### src/hdl/hist_cfg_pkg.sv
package hist_cfg_pkg;

    // field widths
    localparam int BIN_W       = 6;
    localparam int PIXEL_W     = 3;
    localparam int HIST_ADDR_W = PIXEL_W + BIN_W;
    localparam int COUNT_W     = 8;

    // array geometry
    localparam int BIN_NUM    = 64;
    localparam int PIXEL_MAX  = 8;
    // one entry per pixel and bin
    localparam int HIST_DEPTH = PIXEL_MAX * BIN_NUM;

    // saturation value of one bin
    localparam int COUNT_MAX = 255;

    // time bin of one event
    typedef logic [BIN_W-1:0] bin_addr_t;

    // pixel number
    typedef logic [PIXEL_W-1:0] pixel_idx_t;

    // bank address, pixel in the upper bits, bin in the lower bits
    typedef logic [HIST_ADDR_W-1:0] hist_addr_t;

    // one bin count
    typedef logic [COUNT_W-1:0] bin_count_t;

endpackage

### src/hdl/hist_sequencer.sv
`timescale 1ns/1ps

module hist_sequencer
    import hist_cfg_pkg::*;
#(
    parameter int DATA_NUM  = 8,
    parameter int PIXEL_NUM = 8,
    parameter int ACQ_NUM   = 40
)
(
    input  logic       clk,
    input  logic       res,
    input  logic       wr_en,
    input  bin_addr_t  addr,
    output logic       ev_valid,
    output hist_addr_t ev_addr,
    output logic       frame_last
);

    // counter widths, wide enough for the terminal value
    localparam int IN_W  = $clog2(DATA_NUM + 1);
    localparam int ACQ_W = $clog2(ACQ_NUM + 1);

    // pixel count limited to what the bank holds
    localparam int PIXEL_LIM = (PIXEL_NUM > PIXEL_MAX) ? PIXEL_MAX : PIXEL_NUM;

    logic [IN_W-1:0]  input_cnt;
    pixel_idx_t       pixel_cnt;
    logic [ACQ_W-1:0] acq_cnt;

    // terminal count flags
    logic input_last;
    logic pixel_last;
    logic acq_last;
    logic ev_last;

    assign input_last = (input_cnt == IN_W'(DATA_NUM - 1));
    assign pixel_last = (pixel_cnt == pixel_idx_t'(PIXEL_LIM - 1));
    assign acq_last   = (acq_cnt == ACQ_W'(ACQ_NUM - 1));

    // last event of the frame, all three counters at their end
    assign ev_last = input_last && pixel_last && acq_last;

    // nested counters, each moves only when the one below wraps
    always_ff @(posedge clk or negedge res) begin
        if (!res) begin
            input_cnt <= '0;
            pixel_cnt <= '0;
            acq_cnt   <= '0;
        end else if (wr_en) begin
            // events per pixel
            if (input_last) begin
                input_cnt <= '0;
            end else begin
                input_cnt <= input_cnt + 1'b1;
            end

            // pixels per acquisition
            if (input_last) begin
                if (pixel_last) begin
                    pixel_cnt <= '0;
                end else begin
                    pixel_cnt <= pixel_cnt + 1'b1;
                end
            end

            // acquisitions per frame, wraps with the frame
            if (input_last && pixel_last) begin
                if (acq_last) begin
                    acq_cnt <= '0;
                end else begin
                    acq_cnt <= acq_cnt + 1'b1;
                end
            end
        end
    end

    // event strobe and frame end flag
    always_ff @(posedge clk or negedge res) begin
        if (!res) begin
            ev_valid   <= 1'b0;
            frame_last <= 1'b0;
        end else begin
            ev_valid   <= wr_en;
            frame_last <= wr_en && ev_last;
        end
    end

    // full bank address, current pixel on top of the bin
    always_ff @(posedge clk) begin
        if (wr_en) begin
            ev_addr <= {pixel_cnt, addr};
        end
    end

endmodule

### config.mk
export PLATFORM = sky130hd
export DESIGN_NAME = hist_sequencer
export DESIGN_NICKNAME = d
export VERILOG_FILES = /design/src/hdl/hist_cfg_pkg.sv /design/src/hdl/hist_sequencer.sv
export SDC_FILE = /design/constraint.sdc
export NUM_CORES = 1
export LEC_CHECK = 0
export BUFFER_PORTS_ARGS = -buffer_cell sky130_fd_sc_hd__buf_4
export CORE_MARGIN = 2
export CORE_UTILIZATION = 45
export DETAILED_ROUTE_END_ITERATION = 8
export GPL_ROUTABILITY_DRIVEN = 0
export PLACE_DENSITY = 0.67
export SLEW_MARGIN = 20
export SYNTH_ARGS = -nofsm -noshare
export SYNTH_HDL_FRONTEND = slang
export SYNTH_SLANG_ARGS = --single-unit
export TNS_END_PERCENT = 5
### constraint.sdc
create_clock -name clk -period 1.8 [get_ports clk]
set_clock_uncertainty 0.15 [all_clocks]
set_input_delay 0 -clock clk [delete_from_list [all_inputs] [get_ports clk]]
set_output_delay 0 -clock clk [all_outputs]
set_load 0.1 [all_outputs]
# Yosys cells after proc, flatten, opt, wreduce, memory -nomap -nowiden
# Index checks and enable logic that the tools add are counted.
# W data, S select, Z words.
# word_totals
ff_bits	24
elab_cells	20
inputBits	9
output_inout_bits	11
# classes
n_reduce_logical	5
mux	3
n_addsub	3
n_eq_ne	3
# op_table
op	n
$add A6 B1 Y6 const B	1
$eq A6 B6 Y1 const B	1
$mux W6	1
$add A4 B1 Y4 const B	1
$eq A4 B3 Y1 const B	1
$mux W4	1
$reduce_and A2 Y1	2
$add A3 B1 Y3 const B	1
$eq A3 B3 Y1 const B	1
$logic_and A1 B1 Y1	3
$mux W3	1

# Longest topological paths before layout
# depth
ltp_word	4
depth_mapped	5
ltp_nobuf	4

# Worst setup path before layout
# No wires, ideal clock.
# synth_timing
path_kind	reg2reg
from	register input_cnt[0]
to	register acq_cnt[0]
required_time_ns	1.525
setup_time_ns	0.125
period_less_slack_ns	1.580
path_buffers	1
slack_ns	0.220
stages_incl_launch_ff	6
t_arrival_ns	1.305
cell_sequence	dfrtp_1 > ha_1 > and4b_4 > buf_6 > o211a_1 > mux2_2
# synth_between
elab_chain_cells	3
# synth_rtl
item	line_no	text
start: declaration	hist_sequencer.sv:27	logic [IN_W-1:0] input_cnt;
start signal: assignment	hist_sequencer.sv:55	input_cnt <= input_cnt + 1'b1;
$eq A4 B3 Y1	hist_sequencer.sv:37	assign input_last = (input_cnt == IN_W'(DATA_NUM - 1));
$logic_and A1 B1 Y1	hist_sequencer.sv:68	if (input_last && pixel_last) begin
$reduce_and A2 Y1 (no source line)	n/a	
end signal: assignment	hist_sequencer.sv:72	acq_cnt <= acq_cnt + 1'b1;
end: declaration	hist_sequencer.sv:29	logic [ACQ_W-1:0] acq_cnt;
# Every way passes these cells.
# A chain may end at the register's enable or synchronous reset.

# Worst setup path after layout
# layout_timing
from	register input_cnt[0]
to	register acq_cnt[1]
# The elaborated chain is that of the path after synthesis.

==> out/metrics.csv <==
metric,value,unit
clk_path_buf_depth,2,
netlist_instances,65,
wl_per_cell,13.4,microns
syn_nets,78,
die_area,0.00260,sq mm
fin_crit_sh,93.2,%
timing.fmax,596,MHz
cp-start-kind,flip-flop,
grt_overflow,0,
grtUsageTotal,15.3,%
io_pins,20,
fin_crit,1.68,ns
status,finished clean,
numPortBuffers,19,
critPathKind,reg -> reg,
cp_top_family,flip-flops,
power.density,1150,mW/mm^2
antenna_found_initial,0,
syn2layout_area_growth,27.9,%
worst_pin_slew,0.678,ns
core_region_area,0.00215,sq mm
die_x,51.0,microns
worst-path-max-fanout,12,
crit_arrival,1.73,ns
syn_area,995,sq um
rsz0062_at_grt,false,
synth_seq_area_share,64.9,%
critPathCaptureType,flip-flop,
antenna_cells,0,
clkSinkCount,24,
cts-root-buf,clkbuf_4,
routed_via_density,5.01,
numCtsBuffers,3,
synth_top_area_cell,dfrtp_1,
final_cell_mix,"buf_4, dfrtp_1, edfxtp_1, dlygate4sd3_1",
cts_tree,built,
ys.warnings.count,0,
postSynthAreaPerCell,15.3,sq um
max_cap_violations,0,
cp_data_required_time,1.85,ns
setup_tns,0,ns
finalSetupViolCount,0,
initial_core_util,46.3,%
hold_viol,0,
synth.top_cell.area_share,37.7,%
grt_pass1_vias,594,
antenna_left,0,
grt_max_degree,16,
num_vias,616,
r2r_start,input_cnt[0],
grt_pass1_wl,2770,microns
wirelength,1650,microns
seqCellArea,646,sq um
cts_setup_buffers,0,
clk_pin_slew,0.13,ns
drc,0,
htreeDepth,1,
slew_headroom,54.7,%
startpoint,input_cnt[0],
num_rows,17,
nFillCells,171,
ys_ff_latch,24,
num-nets-final,109,
multi_input_area,333,sq um
slowest_delay,0.43,ns
initialDrtViolationCount,15,
power,1.46,mW
hold_path.class,in -> reg,
ir_worst_vdd,0.695,mV
slowest_stage,dfrtp_1,
worstPathCellList,ha_1 > and4b_4 > nand2_1 > mux2_2,
layout-drive-gt1-share,31.6,%
crit_buf_inv,0,
first_pass_iters,4,
clk_latency,0.31,ns
synth_cell_type_count,25,
yosys-top-cells-area,"dfrtp_1, edfxtp_1, ha_1",
p_leak,0.566,nW
fp.dieH,51.0,microns
hp-start,addr[3],
final_common_cell,buf_4,
drv_slew,0,
==> through the flow <==
stage	utilization (%)	cells	cell area (sq um)	worst slack [ns]	hold WS, ns
2_1_floorplan	-	65	995	0.220	-0.446
3_3_place_gp	53.7	110	1150	0.176	-0.286
3_5_place_dp	53.7	110	1150	0.131	-0.285
4_1_cts	59.1	123	1270	0.105	0.239
5_1_grt	59.2	123	1270	0.0541	0.251
6_report	59.2	123	1270	0.123	0.246
==> where the power goes <==
group          total [mW]  internal, mW  switching, mW
clock               0.231        0.0811          0.150
combinational       0.472         0.165          0.306
sequential          0.760         0.683         0.0771
total                1.46         0.930          0.533
==> final cells by class <==
| type | count | area share (%) |
|---|---|---|
| Sequential cell | 24 | 50.7 |
| Multi-Input combinational cell | 39 | 26.2 |
| Timing Repair Buffer | 28 | 18.3 |
| Tap cell | 28 | 2.75 |
| Clock buffer | 3 | 1.77 |
| Clock inverter | 1 | 0.295 |
==> final timing paths <==
check	to	slack (ns)	cells past startpoint
setup / recovery	acq_cnt[1]	0.12	4
hold / removal	ev_addr[3]	0.25	2
setup reg to reg	acq_cnt[1]	0.12	4
hold reg to reg	ev_addr[7]	0.36	0
max in group asynchronous	pixel_cnt[2]	0.43	3
min in group asynchronous	input_cnt[3]	0.63	3
==> registers in the layout, summed over array words and instances, names as in the netlist <==
signal	flops
input_cnt	4
ev_valid	1
ev_addr	9
pixel_cnt	3
acq_cnt	6
frame_last	1
==> cell families after synthesis <==
group	count (synthesis)	share of synthesized area, %
compound gates	4	2.89
xor+xnor	4	3.52
fa+ha+maj	4	5.03
buf+inv	2	1.89
flops	24	64.9
mux	7	8.30
simple gates	20	13.5
==> synthesized netlist by cell type <==
master / count
buf_4: 1
and3_1: 2
a31oi_1: 1
nor3_1: 2
nand2_1: 2
nor2b_1: 1
nand3_4: 1
nor4bb_1: 1
mux2_1: 2
edfxtp_1: 9
mux2_2: 4
buf_6: 1
nor2_1: 3
o211a_1: 1
a21oi_1: 1
nand3_1: 1
and4b_4: 1
and2_1: 1
a21o_1: 1
nand4_1: 4
ha_1: 4
nand4b_1: 1
dfrtp_1: 15
mux2_4: 1
xnor2_1: 4
==> per-layer routing <==
layer  wire, microns  GRT usage (%)  vias up
li1                -              -      303
met1             708           18.9      290
met2             807           23.8       18
met3              91           3.22        5
met4              46           10.8        0
met5               0              0        -
==> what timing repair did <==
action,4_1_cts,5_1_grt
hold buffers,9,0
endpoints found under the hold margin,35,0
resized for setup,0,1
endpoints found under the setup margin,0,1
Power figures use the tool's default switching activity.
