[config.mk]
export PLATFORM = sky130hd
export DESIGN_NAME = hist_readout
export DESIGN_NICKNAME = d
export VERILOG_FILES = /design/src/hdl/hist_cfg_pkg.sv /design/src/hdl/hist_state_pkg.sv /design/src/hdl/hist_readout.sv
export SDC_FILE = /design/constraint.sdc
export NUM_CORES = 1
export LEC_CHECK = 0
export ABC_AREA = 1
export BUFFER_PORTS_ARGS = -buffer_cell sky130_fd_sc_hd__buf_2
export CAP_MARGIN = 5
export CORE_MARGIN = 1.5
export CORE_UTILIZATION = 44
export DETAILED_ROUTE_END_ITERATION = 10
export PLACE_DENSITY = 0.81
export SLEW_MARGIN = 10
export SYNTH_ARGS = -nofsm -noshare
export SYNTH_HDL_FRONTEND = slang
export SYNTH_SLANG_ARGS = --single-unit
export TNS_END_PERCENT = 50
[constraint.sdc]
create_clock -name clk -period 1.6 [get_ports clk]
set_input_delay 0.08 -clock clk [delete_from_list [all_inputs] [get_ports clk]]
set_output_delay 0.08 -clock clk [all_outputs]
set_load 0.02 [all_outputs]
[src/hdl/hist_cfg_pkg.sv]
package hist_cfg_pkg;

    // field widths
    localparam int BIN_W       = 6;
    localparam int PIXEL_W     = 3;
    localparam int HIST_ADDR_W = PIXEL_W + BIN_W;
    localparam int COUNT_W     = 8;

    // array geometry
    localparam int BIN_NUM    = 64;
    localparam int PIXEL_MAX  = 8;
    // one entry per pixel and bin
    localparam int HIST_DEPTH = PIXEL_MAX * BIN_NUM;

    // saturation value of one bin
    localparam int COUNT_MAX = 255;

    // time bin of one event
    typedef logic [BIN_W-1:0] bin_addr_t;

    // pixel number
    typedef logic [PIXEL_W-1:0] pixel_idx_t;

    // bank address, pixel in the upper bits, bin in the lower bits
    typedef logic [HIST_ADDR_W-1:0] hist_addr_t;

    // one bin count
    typedef logic [COUNT_W-1:0] bin_count_t;

endpackage

[src/hdl/hist_state_pkg.sv]
package hist_state_pkg;

    // readout fsm
    // ro_idle   waiting for a bank swap
    // ro_scan   one read per cycle through the bank
    // ro_drain  last read data still on its way back
    typedef enum logic [1:0] {
        ro_idle  = 2'd0,
        ro_scan  = 2'd1,
        ro_drain = 2'd2
    } ro_state_t;

endpackage

[src/hdl/hist_readout.sv]
`timescale 1ns/1ps

module hist_readout
    import hist_cfg_pkg::*;
    import hist_state_pkg::*;
(
    input  logic       clk,
    input  logic       res,
    input  logic       bank_swap,
    output logic       rd_en,
    output hist_addr_t rd_addr,
    input  bin_count_t rd_data,
    output logic       hist_valid,
    output pixel_idx_t hist_pixel,
    output bin_addr_t  hist_bin,
    output bin_count_t hist_count,
    output logic       ro_busy,
    output logic       ro_overrun
);

    ro_state_t  state;
    hist_addr_t scan_addr;
    // address of the read now returning
    hist_addr_t out_addr;
    logic       scan_end;

    assign scan_end = (scan_addr == hist_addr_t'(HIST_DEPTH - 1));

    // one read per scan cycle
    assign rd_en   = (state == ro_scan);
    assign rd_addr = scan_addr;

    // busy until the drain cycle has shown the last bin
    assign ro_busy = (state != ro_idle);

    always_ff @(posedge clk or negedge res) begin
        if (!res) begin
            state      <= ro_idle;
            scan_addr  <= '0;
            ro_overrun <= 1'b0;
        end else if (bank_swap) begin
            // swap during a scan, previous frame was too short
            if (state != ro_idle) begin
                ro_overrun <= 1'b1;
            end
            state     <= ro_scan;
            scan_addr <= '0;
        end else begin
            case (state)
                ro_scan: begin
                    scan_addr <= scan_addr + 1'b1;
                    if (scan_end) begin
                        state <= ro_drain;
                    end
                end
                ro_drain: begin
                    state <= ro_idle;
                end
                default: begin
                    state <= ro_idle;
                end
            endcase
        end
    end

    // output strobe follows the read by one cycle
    always_ff @(posedge clk or negedge res) begin
        if (!res) begin
            hist_valid <= 1'b0;
        end else begin
            hist_valid <= rd_en;
        end
    end

    always_ff @(posedge clk) begin
        out_addr <= rd_addr;
    end

    // pixel major split of the delayed address
    assign hist_pixel = out_addr[HIST_ADDR_W-1 -: PIXEL_W];
    assign hist_bin   = out_addr[BIN_W-1:0];
    assign hist_count = rd_data;

endmodule

==> Word level (Yosys, flattened, before mapping) <==
Cells that the tools add are included.
{ "op_classes": {"reduce_logical": 3, "n_mul": 0, "div_mod_pow": 0, "eq_ne": 3, "n_mux": 5, "n_shift": 0, "bitwise_logic": 0, "n_addsub": 1, "magnitude_cmp": 0} }
{ "ops": {"columns": ["operator", "n"], "rows": [
  ["two-way mux 9 bit", 2],
  ["adder 9 x 1 -> 9 bit, second input constant", 1],
  ["equality test 9 bit, second input constant", 1],
  ["two-way mux 2 bit", 3],
  ["nonzero test 2 bit", 2],
  ["!= test 3 x 2 -> 1 bit, second input constant", 1],
  ["equality test 2 x 1 -> 1 bit, second input constant", 1],
  ["AND reduction 2 bit", 1]
]} }
{ "totals": {"ramBits": 0, "output_inout_bits": 30, "reg_bits": 22, "mem_bits_ro": 0, "latch_bits": 0, "memories": 0} }

==> Logic depth before layout (Yosys ltp) <==
Gate-level depths: netlist of run 1.
{ "depth": {"depth_word": 4, "mapped_depth": 7} }

==> Least setup slack after synthesis of run 1 <==
OpenSTA, ideal clock, no wires.
{ "synth_timing": {"path_type": "flip-flop to flip-flop", "start": "register scan_addr[0], in the netlist rd_addr[0]", "end": "register scan_addr[8], in the netlist rd_addr[8]", "path_slack_ps": 71, "n_path_buf": 0, "setup_ps": 121, "t_required_ps": 1479, "path_stages_with_launch": 6, "arrival_ps": 1408, "cell_sequence": "dfrtp_1 -> ha_1 -> nand2_1 -> nor3_1 -> ha_1 -> a22o_1"} }
{ "synth_via": {"elab_chain_cells": 3} }
{ "synth_lines": {"columns": ["element", "line_no", "rtl"], "rows": [
  ["from (decl)", "hist_readout.sv:22", "hist_addr_t scan_addr;"],
  ["from (signal assigned)", "hist_readout.sv:51", "scan_addr <= scan_addr + 1'b1;"],
  ["adder 9 x 1 -> 9 bit", "hist_readout.sv:51", null],
  ["two-way mux 9 bit", "hist_readout.sv:49", "case (state)"],
  ["two-way mux 9 bit", "hist_readout.sv:41", "end else if (bank_swap) begin"]
]} }
No other way between the ends. The select of a mux whose other input is x is not followed.
A chain may end at the register's enable or synchronous reset.

==> Worst setup path after layout of run 1 <==
Same ends and word-level chain as after synthesis.

==> metrics.cfg, run 1 <==
[sta]
setup_viol=0
worst_slack_ns=0.08501
rsz0062_at_grt=no
hold_viol_final=0
fin_worst_skew_ns=0.01048
maxSlewViolCount=0
tns_ns=0
max_slew_margin_pct=79.29
tightest_slew_ns=0.3095
timing.final.crit_share_pct=94.69
period_minus_slack_ns=1.515
max_freq_ghz=0.6601

[routing]
via_per_inst=4.716
drtIter0Drc=24
vias=632
drt-total-wl_mm=1.551
drc_errors=0
antenna_left=0
routedWlPerCell_um=11.57
dr.pass1.iters=4

[hold_path]
hold_path.class=in2out
min_path_cells=0

[finish]
area_growth_pct=17.40
finalNonFillerCells=134
final_cell_mix=buf_2, nand2_1, dfrtp_1, inv_1, dfxtp_1
layout_commonest_cell=buf_2
drive_above_1_share_pct=31.19
num_antenna_cells=0
fin_nets=123

[synthesis]
synthAdderAreaFrac_pct=2.924
yosys.area_share.simple_pct=16.37
synthMuxAreaShare_pct=0
ys.flop_type=dfrtp_1
syn_area_um2=855.8
synthTopCellsByArea=dfrtp_1, dfxtp_1, buf_4
syn_inst=87
yosysTopAreaCellShare_pct=38.01
async_flop_share_pct=59.09
synth_top_family_by_area=simple AND/OR/NAND/NOR gates
ys_types=17
synth_edf_count=0
ys_seq_area_share_pct=59.06
synth_compound_area_share_pct=9.357
ys_warn_count=0
synth_area_leader_cell=dfrtp_1
synth_xor_xnor_area_share_pct=0
syn_nets=100
ys_ff_latch=22
syn_avg_cell_area_um2=9.837

[floorplan]
initial_core_util_pct=48.00
rows=15
dieArea_um2=2218
ioPinCount=41
die_h_um=47.10
die_w_um=47.10
core-area_um2=1783

[place]
io_buffers=24
hpwl_mm=1.110
dp.cells=128
dp_slack_ns=0.08658
gp_congestion=0.8060

[global_route]
grt_pass1_wl_mm=2.511
antenna_found_initial=0
gr-usage-met1_pct=21.36
grt_max_degree=14
grtUsageTotal_pct=16.95
grtUsageMet3_pct=1.923
first_global_vias=562
globalRouteOverflowTotal=0
met2_usage_pct=25.21
grt_busiest_layer=met2

[worst_setup_path]
arrival_ns=1.71
cp_max_fo=6
start_kind=flip-flop
slowest_delay_ns=0.43
slowest_stage=dfrtp_2
cp_cell_sequence=ha_1 -> nand2_1 -> nor3_1 -> ha_1 -> a22o_1
end_kind=flip-flop
cp_common_cell=ha_1
rr_worst_depth=5
required_ns=1.80
critical_path_class=reg2reg

[pwr]
powerDensity_nw_per_um2=931.7
p_total_mw=0.9361
power.leakage_nw=0.5172
peakVddDrop_v=0.0006946

[cts]
cts_buffers=3
clk_path_buf_depth=2
cts-htree-levels=1
cts_tree=done
post-cts-setup-buffers=0
clock_latency_ns=0.31
clkTransAtPathRegs_ns=0.12
cts.sinks=22
cts_root_buf=clkbuf_4

[job]
drv_cap=0

[outcome]
status=complete, no violations

## report_power, final
part	total, mW	switching, mW	internal [mW]
clock network	0.298	0.159	0.139
logic	0.0626	0.0413	0.0213
registers	0.575	0.0104	0.565
## repair_timing
action                                  4_1_cts  5_1_grt
endpoints found under the setup margin        0        1
hold buffers                                  2        0
resized for setup                             0        1
endpoints found under the hold margin        14        0
## critical path: cells and delay by family (launching register included)
family                   cells  cell delay, ns
AO/OA/AOI/OAI                1            0.20
adder cells (fa/ha/maj)      2            0.44
flip-flops                   1            0.43
AND/OR/NAND/NOR              2            0.32
## cell type report
class,count,area (µm²)
clock buffers,4,36.28
fillers,162,778.2
inverters,12,45.04
multi-input cells,45,245.2
flip-flops and latches,22,506.7
well taps,25,31.28
repair buffers,26,140.1
## cells in the mapped netlist, types with 2 or more instances
cell type   n
nand3_1     4
nand3_2     2
o21ai_0     6
dfrtp_1    13
dfxtp_1     9
inv_1      11
buf_4       8
nand2_1    14
nor2_2      2
ha_1        2
a21oi_1     5
a22o_1      2
nor2_1      5
## layer usage
layer  vias up  routed length [µm]
li1        314                   -
met1       287                 694
met3         4                  84
met5         -                   0
met4         0                  56
met2        27                 716
## path summary, 6_finish.rpt
| kind | start | to | slack (ns) |
|---|---|---|---|
| worst min-delay path | rd_data[0] | hist_count[0] | 0.16 |
| worst max register to register | rd_addr[0] | rd_addr[8] | 0.09 |
| worst min register to register | rd_addr[5] | out_addr[5] | 0.43 |
| min in group asynchronous | res | ro_overrun | 0.17 |
| max in group asynchronous | res | rd_addr[0] | 1.19 |
| worst max-delay path | rd_addr[0] | rd_addr[8] | 0.09 |
## metrics by stage
step	hold slack [ns]	cell area [µm²]	util, %
6_report	0.1600	1005	56.35
3_3_place_gp	-0.02117	947.2	53.12
3_5_place_dp	-0.01782	947.2	53.12
5_1_grt	0.1600	1005	56.35
4_1_cts	0.1601	1003	56.28
2_1_floorplan	-0.2156	855.8	-
## sequential cells by signal, indices dropped and copies added (netlist names)
name        cells
hist_valid      1
out_addr        9
rd_addr         9
ro_overrun      1
state           2
## cells by family after synthesis
group | after synthesis
DFF | 22
AOI/OAI and AO/OA | 14
buffers and inverters | 20
adders and majority gates | 2
and+or+nand+nor | 29
(Power assumes the default switching activity.)
==> run 2, diff against run 1 <==
==> constraint.sdc (replaced) <==
create_clock -name clk -period 1.6 [get_ports clk]
set_input_delay 0.32 -clock clk [delete_from_list [all_inputs] [get_ports clk]]
set_output_delay 0.32 -clock clk [all_outputs]
set_load 0.02 [all_outputs]
==> run 2 against run 1 <==
Compared with the run above:
- cell count is the same
- sequential cell count stayed put
- core utilization is 0.63 points lower
- non-clock buffer count is the same
- final area is 1.1% lower
- critical path depth fell by 2
- critical endpoint is now rd_en
- highest routed layer unchanged
==> metrics.cfg, run 2 (same netlist as run 1, synthesis figures left out) <==
[floorplan]
die_w_um=47.10
core-area_um2=1783
initial_core_util_pct=48.00
die_h_um=47.10
dieArea_um2=2218
rows=15
ioPinCount=41

[worst_setup_path]
reg2reg_to=rd_addr[8]
start_kind=flip-flop
cp_cell_sequence=inv_1 -> nor2_2 -> buf_2
cp-endpoint=rd_en
rr_worst_depth=5
slowest_delay_ns=0.42
arrival_ns=1.17
r2r_start=rd_addr[0]
reg2reg_setup_slack_ns=0.12
critical_path_class=reg2out
slowest_stage=dfrtp_1
cp_max_fo=4
required_ns=1.28
crit_start=state[0]
end_kind=output pin

[place]
dp.cells=129
io_buffers=24
dp_slack_ns=0.1297
place_area_um2=954.7
hpwl_mm=1.118
gp_congestion=0.8015

[pwr]
powerDensity_nw_per_um2=888.8
power.leakage_nw=0.5147
p_total_mw=0.8830
peakVddDrop_v=0.0005519

[cts]
clkTransAtPathRegs_ns=0.11
clock_latency_ns=0.30
cts-htree-levels=1
cts_buffers=3
cts_tree=done
cts_root_buf=clkbuf_4
cts.sinks=22
clk_path_buf_depth=2

[routing]
vias=626
drt-total-wl_mm=1.490
antenna_left=0
drtIter0Drc=20
routedWlPerCell_um=11.12
dr.pass1.iters=5
drc_errors=0
via_per_inst=4.672

[job]
drv_cap=0

[sta]
worst_slack_ns=0.1090
setup_viol=0
tightest_slew_ns=0.2948
timing.final.crit_share_pct=93.19
max_freq_ghz=0.6707
period_minus_slack_ns=1.491
fin_worst_skew_ns=0.007769
tns_ns=0
maxSlewViolCount=0
hold_viol_final=0
max_slew_margin_pct=80.35
rsz0062_at_grt=no

[global_route]
grt_pass1_wl_mm=2.359
first_global_vias=558
grt_max_degree=14
antenna_found_initial=0
globalRouteOverflowTotal=0
grtUsageTotal_pct=15.42

[finish]
layout_commonest_cell=buf_2
drive_above_1_share_pct=31.19
num_antenna_cells=0
fillers=163
multiInputGateArea_um2=247.7
fin_nets=123
finalInstanceArea_um2=993.5
seqCellArea_um2=505.5
final_cell_mix=buf_2, nand2_1, dfrtp_1, inv_1, dfxtp_1
area_growth_pct=16.08
finalNonFillerCells=134

[hold_path]
hold_path.class=in2reg

[outcome]
status=complete, no violations

run 2: metal layers:
| layer | part of all wire, % | routed length [µm] | up-vias | GRT usage [%] |
|---|---|---|---|---|
| met3 | 4.8 | 72 | 4 | 1.923 |
| met1 | 44 | 662 | 286 | 19.85 |
| met2 | 49 | 727 | 22 | 24.11 |
| met5 | 0 | 0 | - | 0 |
| met4 | 1.9 | 29 | 0 | 10.56 |
| li1 | - | - | 314 | - |
run 2: worst min-delay path by stage:
stage,start,end,slack (ns),depth (start not counted)
final,bank_swap,ro_overrun,0.24,2
after global routing,bank_swap,ro_overrun,0.25,2
after CTS,bank_swap,ro_overrun,0.23,2
after detailed placement,res,state[1],0.22,1
after global placement,res,rd_addr[0],0.22,1
after floorplan,res,hist_valid,0.02,0
run 2: timing repair:
item / 4_1_cts / 5_1_grt
buffers inserted: 0 / 0
endpoints found under the hold margin: 13 / 0
hold buffers: 1 / 0
resized for setup: 0 / 1
endpoints found under the setup margin: 0 / 1
run 2: area by class of cell:
type                    count  share of cell area (%)
flip-flops and latches     22                   50.88
well taps                  25                   3.149
multi-input cells          45                   24.94
repair buffers             26                   13.85
inverters                  12                   4.534
clock buffers               4                   2.645
run 2: critical path, delay by kind of cell, from the launching register on:
| kind | cells | cell delay [ns] |
|---|---|---|
| DFF | 1 | 0.42 |
| and+or+nand+nor | 1 | 0.17 |
| buffers and inverters | 2 | 0.28 |
run 2: report_power, final:
group / switching [mW] / leakage (nW) / total, mW / internal [mW]
Sequential: 0.00953 / 0.237 / 0.574 / 0.564
Clock: 0.152 / 0.0150 / 0.249 / 0.0971
Combinational: 0.0405 / 0.263 / 0.0603 / 0.0198
run 2: per-stage QoR:
step / utilization [%] / hold WS, ns
floorplan: - / 0.02441
finish: 55.72 / 0.2409
CTS: 55.58 / 0.2344
global placement: 53.54 / 0.2186
global route: 55.72 / 0.2472
detailed placement: 53.54 / 0.2203
==> run 3, diff against run 2 <==
RECOVER_POWER = 100   (was not set)
==> run 3 against run 2 <==
Compared with the run above:
- non-clock buffer count did not move
- combinational power fell by 9.6%
- via count fell by 0.16%
- critical path depth fell by 1
- register-to-register slack barely moved
- hold slack got worse by 0.0014 ns
- maximum frequency rose by 1.1%
- wire length rose by 1.0%
- first-iteration DRC count rose by 10%
- clock power barely moved
- clock-buffer cell count did not move
==> metrics.cfg, run 3 (same netlist as run 1, synthesis figures left out) <==
[global_route]
grtUsageTotal_pct=15.42
first_global_vias=558
gr-usage-met1_pct=19.85
grt_max_degree=14
grtUsageMet3_pct=1.923
globalRouteOverflowTotal=0
met2_usage_pct=24.11
antenna_found_initial=0
grt_busiest_layer=met2
grt_pass1_wl_mm=2.359

[worst_setup_path]
r2r_start=rd_addr[0]
cp_max_fo=7
reg2reg_to=rd_addr[8]
rr_worst_depth=5
required_ns=1.28
reg2reg_setup_slack_ns=0.13
slowest_stage=dfrtp_1
slowest_delay_ns=0.38
crit_buf_inv=2
start_kind=flip-flop
path_delay_family=buffers and inverters
crit_cells=2
end_kind=output pin
critical_path_class=reg2out
arrival_ns=1.15
cp_cell_sequence=clkbuf_1 -> buf_2

[sta]
tightest_slew_ns=0.7056
fin_worst_skew_ns=0.008154
worst_slack_ns=0.1257
rsz0062_at_grt=no
max_slew_margin_pct=52.96
period_minus_slack_ns=1.474
maxSlewViolCount=0
hold_viol_final=0
setup_viol=0
tns_ns=0
timing.final.crit_share_pct=92.15
max_freq_ghz=0.6783

[floorplan]
ioPinCount=41
initial_core_util_pct=48.00
die_h_um=47.10
core-area_um2=1783
dieArea_um2=2218
rows=15
die_w_um=47.10

[hold_path]
hold_path.class=in2reg
min_path_cells=2
min_to=ro_overrun
worst_hold_startpoint=bank_swap

[place]
io_buffers=24
hpwl_mm=1.118
gp_congestion=0.8015
place_area_um2=954.7
dp_slack_ns=0.1297
dp.cells=129

[cts]
cts.sinks=22
clkTransAtPathRegs_ns=0.11
cts-htree-levels=1
cts_buffers=3
cts_root_buf=clkbuf_4
cts_tree=done
clk_path_buf_depth=2
post-cts-setup-buffers=0
clock_latency_ns=0.30

[pwr]
powerDensity_nw_per_um2=927.0
p_total_mw=0.8792
peakVddDrop_v=0.0005508
power.leakage_nw=0.4339

[finish]
area_growth_pct=10.82
fillers=175
fin_nets=123
layout_commonest_cell=clkbuf_1
drive_above_1_share_pct=8.257
final_cell_mix=clkbuf_1, nand2_1, dfrtp_1, inv_1, dfxtp_1
finalInstanceArea_um2=948.4
multiInputGateArea_um2=232.7
finalNonFillerCells=134
num_antenna_cells=0
seqCellArea_um2=505.5

[routing]
antenna_left=0
via_per_inst=4.664
drc_errors=0
vias=625
dr.pass1.iters=4
routedWlPerCell_um=11.23
drt-total-wl_mm=1.505
drtIter0Drc=22

[outcome]
status=complete, no violations

[job]
drv_cap=0

==> run 3: metrics by stage <==
stage          hold WS, ns  utilization (%)
3_5_place_dp        0.2203            53.54
6_report            0.2395            53.19
3_3_place_gp        0.2186            53.54
4_1_cts             0.2344            55.58
2_1_floorplan      0.02441                -
5_1_grt             0.2472            53.19
==> run 3: worst max path at each step <==
stage	startpoint	end
final	rd_addr[3]	rd_addr[3]
after global routing	rd_addr[3]	rd_addr[3]
after CTS	state[0]	rd_en
after detailed placement	rd_addr[0]	rd_addr[8]
after global placement	rd_addr[0]	rd_addr[8]
after floorplan	rd_addr[0]	rd_addr[8]
==> run 3: cell type report <==
cell class                      instances  area share (%)
Clock buffer                            4           2.770
Inverter                               12           4.749
Multi-Input combinational cell         45           24.54
Sequential cell                        22           53.30
Tap cell                               25           3.298
Timing Repair Buffer                   26           11.35
==> run 3: what timing repair did <==
item                       in CTS  in global routing
hold endpoints to repair       13                  0
gates resized for setup         0                  1
hold buffers                    1                  0
setup endpoints to repair       0                  1
==> run 3: per-layer routing <==
| layer | share of wire [%] | vias to the layer above |
|---|---|---|
| met5 | 0 | - |
| met4 | 1.9 | 0 |
| met3 | 4.7 | 4 |
| met2 | 48 | 21 |
| met1 | 45 | 289 |
| li1 | - | 311 |
==> run 3: power breakdown <==
part	internal (mW)	switching, mW
sequential	0.564	0.00987
clock	0.0971	0.153
combinational	0.0155	0.0390
total	0.677	0.202
